===== src/hdl/i3c_ctrl_cfg.svh =====
// I3C controller build options for bus width, bit timing and arbitration
`ifndef I3C_CTRL_CFG_SVH
`define I3C_CTRL_CFG_SVH

// Wishbone write data: [14:8] target address, [7:0] data byte, [15] unused
`define I3C_WB_DW 16

// 7-bit static target address
`define I3C_ADDR_W 7

// Clock cycles per SCL half-period, one bit time is twice this
`define I3C_HALF_BIT 2

// Tie-break between the two masters
// 1 gives round-robin, 0 always favors master 0
`define I3C_ARB_RR 1

`endif


===== src/hdl/i3c_ctrl_pkg.sv =====
// Shared types for the I3C SDR transmit path
`default_nettype none

`include "i3c_ctrl_cfg.svh"

package i3c_ctrl_pkg;

  // One private write as taken from the granted bus
  typedef struct packed {
    logic [`I3C_ADDR_W-1:0] addr;
    logic [7:0]             data;
  } i3c_cmd_t;

  // What the serializer plays during one bit time
  typedef enum logic [1:0] {
    bk_start,
    bk_data,
    bk_release,  // ACK slot, line left to the target
    bk_stop
  } bit_kind_e;

  // Frame sequencer states
  typedef enum logic [2:0] {
    fs_idle,
    fs_start,
    fs_addr,
    fs_ack,
    fs_data,
    fs_par,
    fs_stop,
    fs_resp
  } frame_state_e;

endpackage

`default_nettype wire


===== src/hdl/i3c_wb_if.sv =====
// Write-only Wishbone classic bus between the masters, arbiter and sequencer
`timescale 1ns/10ps
`default_nettype none

`include "i3c_ctrl_cfg.svh"

interface i3c_wb_if;

  // Request side, held steady until ack or err
  logic                  cyc;
  logic                  stb;
  logic                  we;
  logic [`I3C_WB_DW-1:0] dat_w;

  // Response side, one-cycle pulses, never both high
  logic                  ack;
  logic                  err;

  modport master (
    output cyc,
    output stb,
    output we,
    output dat_w,
    input  ack,
    input  err
  );

  modport slave (
    input  cyc,
    input  stb,
    input  we,
    input  dat_w,
    output ack,
    output err
  );

endinterface

`default_nettype wire


===== src/hdl/i3c_bit_serializer.sv =====
// Bit-time generator driving SCL and SDA for each bit kind and sampling the ACK slot
`timescale 1ns/10ps
`default_nettype none

`include "i3c_ctrl_cfg.svh"

module i3c_bit_serializer (
  input  logic                    clk,
  input  logic                    rst_n,
  input  logic                    bit_start,
  input  i3c_ctrl_pkg::bit_kind_e bit_kind,
  input  logic                    bit_val,
  output logic                    bit_done,
  output logic                    ack_seen,
  input  logic                    sda_in,
  output logic                    scl,
  output logic                    sda_out,
  output logic                    sda_oe
);

  import i3c_ctrl_pkg::*;

  localparam int HalfBit = `I3C_HALF_BIT;
  localparam int CntW    = (HalfBit > 1) ? $clog2(HalfBit) : 1;
  // START/STOP edge sits in the middle of the SCL-high half
  localparam int SdaMid  = HalfBit / 2;

  bit_kind_e       kind_q;
  logic            active;
  logic            phase;  // 0 low half, 1 high half
  logic [CntW-1:0] half_cnt;
  logic            half_last;
  logic            rise_now;
  logic            sda_edge;

  assign half_last = (half_cnt == CntW'(HalfBit - 1));
  assign rise_now  = active && !phase && half_last;
  assign sda_edge  = (SdaMid == 0) ? rise_now
                                   : (active && phase && (int'(half_cnt) == SdaMid - 1));
  assign bit_done  = active && phase && half_last;

  always_ff @(posedge clk or negedge rst_n) begin
    if (!rst_n) begin
      kind_q   <= bk_stop;
      active   <= 1'b0;
      phase    <= 1'b0;
      half_cnt <= '0;
      scl      <= 1'b1;
      sda_out  <= 1'b1;
      sda_oe   <= 1'b1;
      ack_seen <= 1'b0;
    end else if (bit_start) begin
      // SCL falls and data SDA settles on the same edge
      kind_q   <= bit_kind;
      active   <= 1'b1;
      phase    <= 1'b0;
      half_cnt <= '0;
      scl      <= 1'b0;
      sda_oe   <= (bit_kind != bk_release);
      case (bit_kind)
        bk_data: sda_out <= bit_val;
        bk_stop: sda_out <= 1'b0;
        default: sda_out <= 1'b1;
      endcase
    end else if (active) begin
      if (half_last) begin
        half_cnt <= '0;
        if (!phase) begin
          phase <= 1'b1;
          scl   <= 1'b1;
          if (kind_q == bk_release) begin
            ack_seen <= sda_in;
          end
        end else begin
          // Bit over, SCL stays high until the next bit
          active <= 1'b0;
        end
      end else begin
        half_cnt <= half_cnt + CntW'(1);
      end

      if (sda_edge) begin
        if (kind_q == bk_start) begin
          sda_out <= 1'b0;
        end else if (kind_q == bk_stop) begin
          sda_out <= 1'b1;
        end
      end
    end
  end

endmodule

`default_nettype wire


===== src/hdl/i3c_ctrl_top.sv =====
// I3C SDR controller transmit path with two Wishbone master ports
`timescale 1ns/10ps
`default_nettype none

`include "i3c_ctrl_cfg.svh"

module i3c_ctrl_top (
  input  logic                  clk,
  input  logic                  rst_n,
  input  logic                  m0_cyc,
  input  logic                  m0_stb,
  input  logic                  m0_we,
  input  logic [`I3C_WB_DW-1:0] m0_dat_w,
  output logic                  m0_ack,
  output logic                  m0_err,
  input  logic                  m1_cyc,
  input  logic                  m1_stb,
  input  logic                  m1_we,
  input  logic [`I3C_WB_DW-1:0] m1_dat_w,
  output logic                  m1_ack,
  output logic                  m1_err,
  output logic                  scl,
  output logic                  sda_out,
  output logic                  sda_oe,
  input  logic                  sda_in
);

  import i3c_ctrl_pkg::*;

  i3c_wb_if wb_m0 ();
  i3c_wb_if wb_m1 ();
  i3c_wb_if wb_gnt ();

  logic      bit_start;
  bit_kind_e bit_kind;
  logic      bit_val;
  logic      bit_done;
  logic      ack_seen;

  // Master port 0
  assign wb_m0.cyc   = m0_cyc;
  assign wb_m0.stb   = m0_stb;
  assign wb_m0.we    = m0_we;
  assign wb_m0.dat_w = m0_dat_w;
  assign m0_ack      = wb_m0.ack;
  assign m0_err      = wb_m0.err;

  // Master port 1
  assign wb_m1.cyc   = m1_cyc;
  assign wb_m1.stb   = m1_stb;
  assign wb_m1.we    = m1_we;
  assign wb_m1.dat_w = m1_dat_w;
  assign m1_ack      = wb_m1.ack;
  assign m1_err      = wb_m1.err;

  i3c_wb_arbiter u_arb (
    .clk   (clk),
    .rst_n (rst_n),
    .s0    (wb_m0.slave),
    .s1    (wb_m1.slave),
    .m     (wb_gnt.master)
  );

  i3c_sdr_pkt_gen u_seq (
    .clk       (clk),
    .rst_n     (rst_n),
    .wb        (wb_gnt.slave),
    .bit_start (bit_start),
    .bit_kind  (bit_kind),
    .bit_val   (bit_val),
    .bit_done  (bit_done),
    .ack_seen  (ack_seen)
  );

  i3c_bit_serializer u_ser (
    .clk       (clk),
    .rst_n     (rst_n),
    .bit_start (bit_start),
    .bit_kind  (bit_kind),
    .bit_val   (bit_val),
    .bit_done  (bit_done),
    .ack_seen  (ack_seen),
    .sda_in    (sda_in),
    .scl       (scl),
    .sda_out   (sda_out),
    .sda_oe    (sda_oe)
  );

endmodule

`default_nettype wire


===== src/hdl/i3c_sdr_pkt_gen.sv =====
// SDR frame sequencer turning one granted write into bit requests and a bus response
`timescale 1ns/10ps
`default_nettype none

`include "i3c_ctrl_cfg.svh"

module i3c_sdr_pkt_gen (
  input  logic                   clk,
  input  logic                   rst_n,
  i3c_wb_if.slave                wb,
  output logic                   bit_start,
  output i3c_ctrl_pkg::bit_kind_e bit_kind,
  output logic                   bit_val,
  input  logic                   bit_done,
  input  logic                   ack_seen
);

  import i3c_ctrl_pkg::*;

  frame_state_e state;
  frame_state_e state_d;
  logic [2:0]   cnt;
  logic [2:0]   cnt_d;
  logic         resp_err;
  logic         resp_err_d;
  i3c_cmd_t     cmd;
  i3c_cmd_t     cmd_d;
  // Outgoing byte, MSB already on the line
  logic [7:0]   sh;
  logic [7:0]   sh_d;

  // Next bit is requested in the bit_done cycle, so bits run back to back
  always_comb begin
    state_d    = state;
    cnt_d      = cnt;
    resp_err_d = resp_err;
    cmd_d      = cmd;
    sh_d       = sh;
    bit_start  = 1'b0;
    bit_kind   = bk_data;
    bit_val    = 1'b1;

    case (state)
      fs_idle: begin
        if (wb.cyc && wb.stb) begin
          if (wb.we) begin
            cmd_d      = i3c_cmd_t'(wb.dat_w[`I3C_ADDR_W+7:0]);
            resp_err_d = 1'b0;
            state_d    = fs_start;
            bit_start  = 1'b1;
            bit_kind   = bk_start;
          end else begin
            // Reads are not supported
            resp_err_d = 1'b1;
            state_d    = fs_resp;
          end
        end
      end

      fs_start: begin
        if (bit_done) begin
          // Address MSB first, RnW low last
          state_d   = fs_addr;
          cnt_d     = 3'd0;
          bit_start = 1'b1;
          bit_val   = cmd.addr[`I3C_ADDR_W-1];
          sh_d      = {cmd.addr[`I3C_ADDR_W-2:0], 1'b0, 1'b0};
        end
      end

      fs_addr: begin
        if (bit_done) begin
          bit_start = 1'b1;
          if (cnt == 3'd7) begin
            state_d  = fs_ack;
            bit_kind = bk_release;
          end else begin
            cnt_d   = cnt + 3'd1;
            bit_val = sh[7];
            sh_d    = {sh[6:0], 1'b0};
          end
        end
      end

      fs_ack: begin
        if (bit_done) begin
          bit_start = 1'b1;
          if (ack_seen) begin
            // NACK, close the frame at once
            state_d    = fs_stop;
            resp_err_d = 1'b1;
            bit_kind   = bk_stop;
            bit_val    = 1'b0;
          end else begin
            state_d = fs_data;
            cnt_d   = 3'd0;
            bit_val = cmd.data[7];
            sh_d    = {cmd.data[6:0], 1'b0};
          end
        end
      end

      fs_data: begin
        if (bit_done) begin
          bit_start = 1'b1;
          if (cnt == 3'd7) begin
            // T bit makes the ones count odd
            state_d = fs_par;
            bit_val = ~^cmd.data;
          end else begin
            cnt_d   = cnt + 3'd1;
            bit_val = sh[7];
            sh_d    = {sh[6:0], 1'b0};
          end
        end
      end

      fs_par: begin
        if (bit_done) begin
          state_d   = fs_stop;
          bit_start = 1'b1;
          bit_kind  = bk_stop;
          bit_val   = 1'b0;
        end
      end

      fs_stop: begin
        if (bit_done) begin
          state_d = fs_resp;
        end
      end

      fs_resp: begin
        state_d = fs_idle;
      end

      default: begin
        state_d = fs_idle;
      end
    endcase
  end

  always_ff @(posedge clk or negedge rst_n) begin
    if (!rst_n) begin
      state    <= fs_idle;
      cnt      <= 3'd0;
      resp_err <= 1'b0;
    end else begin
      state    <= state_d;
      cnt      <= cnt_d;
      resp_err <= resp_err_d;
    end
  end

  always_ff @(posedge clk) begin
    cmd <= cmd_d;
    sh  <= sh_d;
  end

  // Response lands one cycle after the last STOP cycle
  assign wb.ack = (state == fs_resp) && !resp_err;
  assign wb.err = (state == fs_resp) && resp_err;

endmodule

`default_nettype wire


===== src/hdl/i3c_wb_arbiter.sv =====
// Round-robin arbiter joining two Wishbone masters onto one granted bus
`timescale 1ns/10ps
`default_nettype none

`include "i3c_ctrl_cfg.svh"

module i3c_wb_arbiter (
  input logic      clk,
  input logic      rst_n,
  i3c_wb_if.slave  s0,
  i3c_wb_if.slave  s1,
  i3c_wb_if.master m
);

  localparam bit RoundRobin = `I3C_ARB_RR;

  logic req0;
  logic req1;
  logic gnt_valid;
  // Last grant, also selects the current owner while gnt_valid is high
  logic gnt_sel;
  logic busy;
  logic win_sel;

  assign req0 = s0.cyc && s0.stb;
  assign req1 = s1.cyc && s1.stb;

  // Owner keeps the bus for as long as it holds cyc
  assign busy = gnt_valid && (gnt_sel ? s1.cyc : s0.cyc);

  // Tie goes to whoever lost last time
  always_comb begin
    if (req0 && req1) begin
      win_sel = RoundRobin ? !gnt_sel : 1'b0;
    end else begin
      win_sel = req1;
    end
  end

  always_ff @(posedge clk or negedge rst_n) begin
    if (!rst_n) begin
      gnt_valid <= 1'b0;
      gnt_sel   <= 1'b1;  // so the first tie favors m0
    end else if (!busy) begin
      gnt_valid <= req0 || req1;
      if (req0 || req1) begin
        gnt_sel <= win_sel;
      end
    end
  end

  // Downstream sees only the owner
  assign m.cyc   = busy;
  assign m.stb   = gnt_valid && (gnt_sel ? s1.stb : s0.stb);
  assign m.we    = gnt_sel ? s1.we : s0.we;
  assign m.dat_w = gnt_sel ? s1.dat_w : s0.dat_w;

  // Responses go back to the owner only
  assign s0.ack = gnt_valid && !gnt_sel && m.ack;
  assign s0.err = gnt_valid && !gnt_sel && m.err;
  assign s1.ack = gnt_valid && gnt_sel && m.ack;
  assign s1.err = gnt_valid && gnt_sel && m.err;

endmodule

`default_nettype wire


===== config.mk =====
export PLATFORM = sky130hd
export DESIGN_NAME = i3c_ctrl_top
export DESIGN_NICKNAME = d
export VERILOG_FILES = /design/src/hdl/i3c_ctrl_pkg.sv /design/src/hdl/i3c_wb_if.sv /design/src/hdl/i3c_bit_serializer.sv /design/src/hdl/i3c_ctrl_top.sv /design/src/hdl/i3c_sdr_pkt_gen.sv /design/src/hdl/i3c_wb_arbiter.sv
export VERILOG_INCLUDE_DIRS = /design/src /design/src/hdl
export SDC_FILE = /design/constraint.sdc
export NUM_CORES = 1
export LEC_CHECK = 0
export BUFFER_PORTS_ARGS = -buffer_cell sky130_fd_sc_hd__buf_2
export CORE_MARGIN = 5
export CORE_UTILIZATION = 50
export DETAILED_ROUTE_END_ITERATION = 12
export GPL_TIMING_DRIVEN = 1
export PLACE_DENSITY = 0.76
export REMOVE_ABC_BUFFERS = 1
export SYNTH_ARGS = -nofsm -noshare
export SYNTH_HDL_FRONTEND = slang
export SYNTH_SLANG_ARGS = --single-unit

===== constraint.sdc =====
create_clock -name clk -period 3 [get_ports clk]
set_clock_uncertainty 0.15 [all_clocks]
set_input_delay 0.3 -clock clk [delete_from_list [all_inputs] [get_ports clk]]
set_output_delay 0.3 -clock clk [all_outputs]
set_load 0.02 [all_outputs]

# After elaboration in Yosys (flattened, before gate mapping)
# Cells that the tools add are included.
[totals]
regBits = 41
input_bits = 41
output_inout_bits = 7
wordCells = 164
[op_classes]
add_sub_neg = 2
n_eq_ne = 27
mux = 75
bitwise_logic = 4
reduce_logical = 40
[op_table]
columns = ["operator", "n"]
rows = [
  ["2-to-1 mux 3 bit", 15],
  ["2-to-1 mux 8 bit", 5],
  ["2-to-1 mux 1 bit", 39],
  ["one-hot mux 3 bit (8 select lines)", 1],
  ["one-hot mux 8 bit (3 select lines)", 1],
  ["inequality test 2 bit, second input constant", 10],
  ["logical AND 1 bit", 17],
  ["equality test 3 bit, second input constant", 5],
  ["2-to-1 mux 15 bit", 1],
  ["2-to-1 mux 2 bit", 7],
  ["inequality test 2 x 1 -> 1 bit, second input constant", 5],
  ["one-hot mux 3 bit (3 select lines)", 1],
  ["AND reduction 3 bit", 3],
  ["AND reduction 9 bit", 1],
  ["one-hot mux 2 bit (4 select lines)", 1],
  ["nonzero test 2 bit", 4],
  ["XNOR reduction 8 bit", 1],
  ["equality test 2 bit, second input constant", 3],
  ["equality test 3 x 2 -> 1 bit, second input constant", 2],
  ["one-hot mux 1 bit (2 select lines)", 3],
  ["AND reduction 6 bit", 1],
  ["nonzero test 3 bit", 2],
  ["one-hot mux 1 bit (5 select lines)", 1],
  ["AND reduction 5 bit", 1],
  ["other kinds (13)", 18],
]

# Depth between registers and ports, before layout
[logic_depth]
depth_word = 8
ltp_mapped = 8
depth_no_buf = 8

# Hierarchy
# Synthesis repeated with hierarchy kept, for this count alone.
[hier_totals]
cells_unflattened = 215
area_unflattened_um2 = 2441.1
[modules_own_cells]
columns = ["mod", "n_inst", "cells_per_inst", "area_per_inst_um2", "seq_area_each_um2"]
rows = [
  ["i3c_sdr_pkt_gen", 1, 136, 1575.3, 835.8],
  ["i3c_wb_arbiter", 1, 39, 446.7, 51.3],
  ["i3c_bit_serializer", 1, 40, 419.2, 231.5],
]

# Least setup slack after synthesis
# Ideal clock, no wire load.
[synth_timing]
kind = "reg-to-output"
startpoint = "register u_seq.state[1]"
endpoint = "output port m1_ack"
arrival_ns = 1.706
path_slack_ns = 0.844
stages_incl_launch_ff = 6
n_path_buf = 3
path_cell_list = "dfrtp_1 > buf_2 > clkbuf_1 > clkbuf_1 > nand3_1 > nor3_1"
[synth_between]
elab_chain_len = 3
[synth_lines]
columns = ["element", "line", "source"]
rows = [
  ["start: declaration", "i3c_sdr_pkt_gen.sv:20", "frame_state_e state;"],
  ["start signal: assignment", "i3c_sdr_pkt_gen.sv:145", "state <= fs_idle;"],
  ["start signal: assignment", "i3c_sdr_pkt_gen.sv:149", "state <= state_d;"],
  ["equality test 3 bit", "i3c_sdr_pkt_gen.sv:161", "assign wb.ack = (state == fs_resp) && !resp_err;"],
  ["logical AND 1 bit", "i3c_sdr_pkt_gen.sv:161", ""],
  ["logical AND 1 bit", "i3c_wb_arbiter.sv:61", "assign s1.ack = gnt_valid && gnt_sel && m.ack;"],
  ["end: declaration", "i3c_ctrl_top.sv:20", "output logic m1_ack,"],
]
# Every way passes these cells.

# Worst setup path after layout
[layout_timing]
startpoint = "register u_seq.cnt[0]"
endpoint = "register u_seq.state[0]"
[layout_between]
elab_chain_len = 3
[layout_lines]
columns = ["element", "line", "source"]
rows = [
  ["start: declaration", "i3c_sdr_pkt_gen.sv:22", "logic [2:0] cnt;"],
  ["start signal: assignment", "i3c_sdr_pkt_gen.sv:150", "cnt <= cnt_d;"],
  ["equality test 3 bit (*)", "i3c_sdr_pkt_gen.sv:74, i3c_sdr_pkt_gen.sv:106", ""],
  ["inequality test 2 x 1 -> 1 bit (no line)", "-", ""],
  ["AND reduction 9 bit (no line) (*)", "-", ""],
]
# Every way passes the cells marked *; elsewhere a longest branch is shown, timed or not.
# A chain may end at the register's enable or synchronous reset.

==> impl_metrics.tcl <==
set metrics [dict create \
    cts_sinks 40 \
    initial_utilization_pct 50.7 \
    routed-via-count 1877 \
    ys_ff_latch 40 \
    fmax_ghz 0.434 \
    yosys-top-cells-area "edfxtp_1 28%, dfrtp_1 13%, mux2_2 8.1%" \
    synth-edff-count 22 \
    status "complete, no violations" \
    drt_wl_total_mm 5.01 \
    max-vdd-ir-drop_mv 0.403 \
    pwr-share-seq_pct 38.1 \
    vias_per_cell 5.79 \
    dp_hpwl_mm 3.63 \
    grt_max_degree 28 \
    path_clk_slew_ps 80 \
    grt_pass1_vias 1825 \
    first_pass_iters 4 \
    drive_above_1_share_pct 33.3 \
    fin_ws_ps 697 \
    synth_top_area_share_pct 28.0 \
    pwr-share-comb_pct 40.5 \
    finalMaxSlewViolations 0 \
    wl_per_cell_microns 15.5 \
    final_cells 324 \
    finalCriticalPeriod_ps 2300 \
    drv_cap 0 \
    dp_slack_ps 715 \
    post_dp_cell_area_sq_um 2630 \
    clk_path_buf_depth 2 \
    cp-end-kind "flip-flop" \
    avgSynthCellArea_sq_um 10.5 \
    synthArstFlopShare_pct 45.0 \
    synth.distinct_cells 51 \
    dp.cells 315 \
    setup_violations 0 \
    port-buffer-count 45 \
    netSwitchingPower_mw 0.796 \
    clkPwrFrac_pct 21.4 \
    num_rows 25 \
    n_antenna_cell 0 \
    drc 0 \
    final_core_util_pct 59.0 \
    setup_tns_ps 0 \
    grt_pass1_wl_mm 8.47 \
    ys_warn_count 0 \
    pin_count 48 \
    fin_hold_ws_ps 92.7 \
    p_per_area_nw_per_um2 770 \
    slew_headroom_pct 59.2 \
    synth_ff_type "edfxtp_1" \
    p_leak_nw 1.13 \
    worstPathArrival_ps 2330 \
    cts_tree "done" \
    post_cts_buffers 0 \
    postLayoutCellArea_sq_um 2750 \
    synth.most_common_cell "nor2_1" \
    synth.top_cells.by_count "23 x nor2_1, 22 x edfxtp_1, 17 x mux2_2, 17 x o21ai_0" \
    critPathLaunchType "flip-flop" \
    clk_latency_ps 290 \
    fp.dieW_microns 78.7 \
    overflow 0 \
    path_class "flip-flop to flip-flop" \
    min_path_type "input port to flip-flop" \
    antenna_found_initial 0 \
    p_sw_share_pct 37.6 \
    drtIter0Drc 181 \
    h-tree-depth 2 \
    syn_inst 225 \
    die_area_sq_um 6200 \
    crit_required_ps 3030 \
    seq_area_frac_synth_pct 47.4 \
    grt_usage_pct 17.3 \
    hold_viol_final 0 \
    area_growth_pct 16.4 \
    place.gp.congestion 0.851 \
    fin_nets 316 \
    post-route-period-util_pct 76.8 \
    clock-root-buffer "clkbuf_8" \
    core_area_sq_um 4660 \
    numCtsBuffers 5 \
    p_int_mw 1.32 \
    max_slew.worst_pin.slew_ps 612 \
    yosysTopAreaCell "edfxtp_1" \
    rsz0062_at_grt "no" \
    die_h_microns 78.7 \
    crit_path_max_fanout 4 \
    p_total_mw 2.12 \
    synthesis.area_sq_um 2360 \
    detail-route-antenna-nets 0 \
]
## per-layer routing
layer  vias up  wire length (microns)  GRT usage, %
met5         -                      0             0
met4         0                     80          5.42
met3         8                    310          3.74
met2        62                   2500          28.5
met1       894                   2120          22.8
li1        913                      -             -
## registers in the layout, indices dropped and copies added (netlist names), 2 cells and up
| register | count |
|---|---|
| u_seq.cmd | 15 |
| u_seq.cnt | 3 |
| u_seq.state | 3 |
| u_ser.kind_q | 2 |
| u_seq.sh | 7 |
## critical path, cell delays in order (launching register included)
cell and delay [ps]:
dfrtp_1 390, ha_1 230, ha_1 240, maj3_1 380, a221oi_2 420, mux2_2 380
## power by group through the flow
stage	combinational, mW	clock [mW]	sequential, mW
2_1_floorplan	0.542	0	0.870
3_3_place_gp	0.821	0	0.816
3_5_place_dp	0.839	0	0.819
4_1_cts	0.852	0.460	0.808
5_1_grt	0.951	0.486	0.823
6_report	0.857	0.453	0.808
## path summary, 6_finish.rpt
check	startpoint	end	slack, ps	depth (start not counted)
worst max-delay path	u_seq.cnt[0]	u_seq.state[0]	700	5
worst min-delay path	sda_in	u_ser.ack_seen	90	2
worst max register to register	u_seq.cnt[0]	u_seq.state[0]	700	5
worst min register to register	u_ser.scl	u_ser.scl	350	2
max in group asynchronous	rst_n	u_ser.sda_oe	2060	2
min in group asynchronous	rst_n	u_seq.cnt[1]	310	2
## cell usage in the layout, fill, tap and decap left out, types with 7 or more instances in the layout
cell and instances:
o21ai_0 17, nand2_1 14, inv_1 7, edfxtp_1 22
o22ai_1 7, mux2_2 17, xnor2_1 7, nor2_1 23
dfrtp_1 12, a21oi_1 14, buf_2 45
## kinds of logic (layout without fill, tap and decap cells)
family          count (synthesis)  after routing  share of synthesized area, %
buf+inv                        21             66                          3.97
fa+ha+maj                       7              7                          3.60
compound gates                 61             61                          17.5
mux                            20             20                          9.59
flops                          40             40                          47.4
xor+xnor                       10             10                          3.71
simple gates                   66             66                          14.2
## what timing repair did
action,in CTS,in global routing
resized for setup,0,0
hold endpoints to repair,12,0
setup endpoints to repair,0,0
hold buffers,1,0
## cell type report
cell class | instances | area, sq um
clock buffers | 5 | 68.8
clock inverters | 3 | 46.3
fillers | 396 | 1910
inverters | 7 | 26.3
multi-input cells | 164 | 1150
flip-flops and latches | 40 | 1120
well taps | 54 | 67.6
repair buffers | 51 | 273
Power figures use the tool's default switching activity.
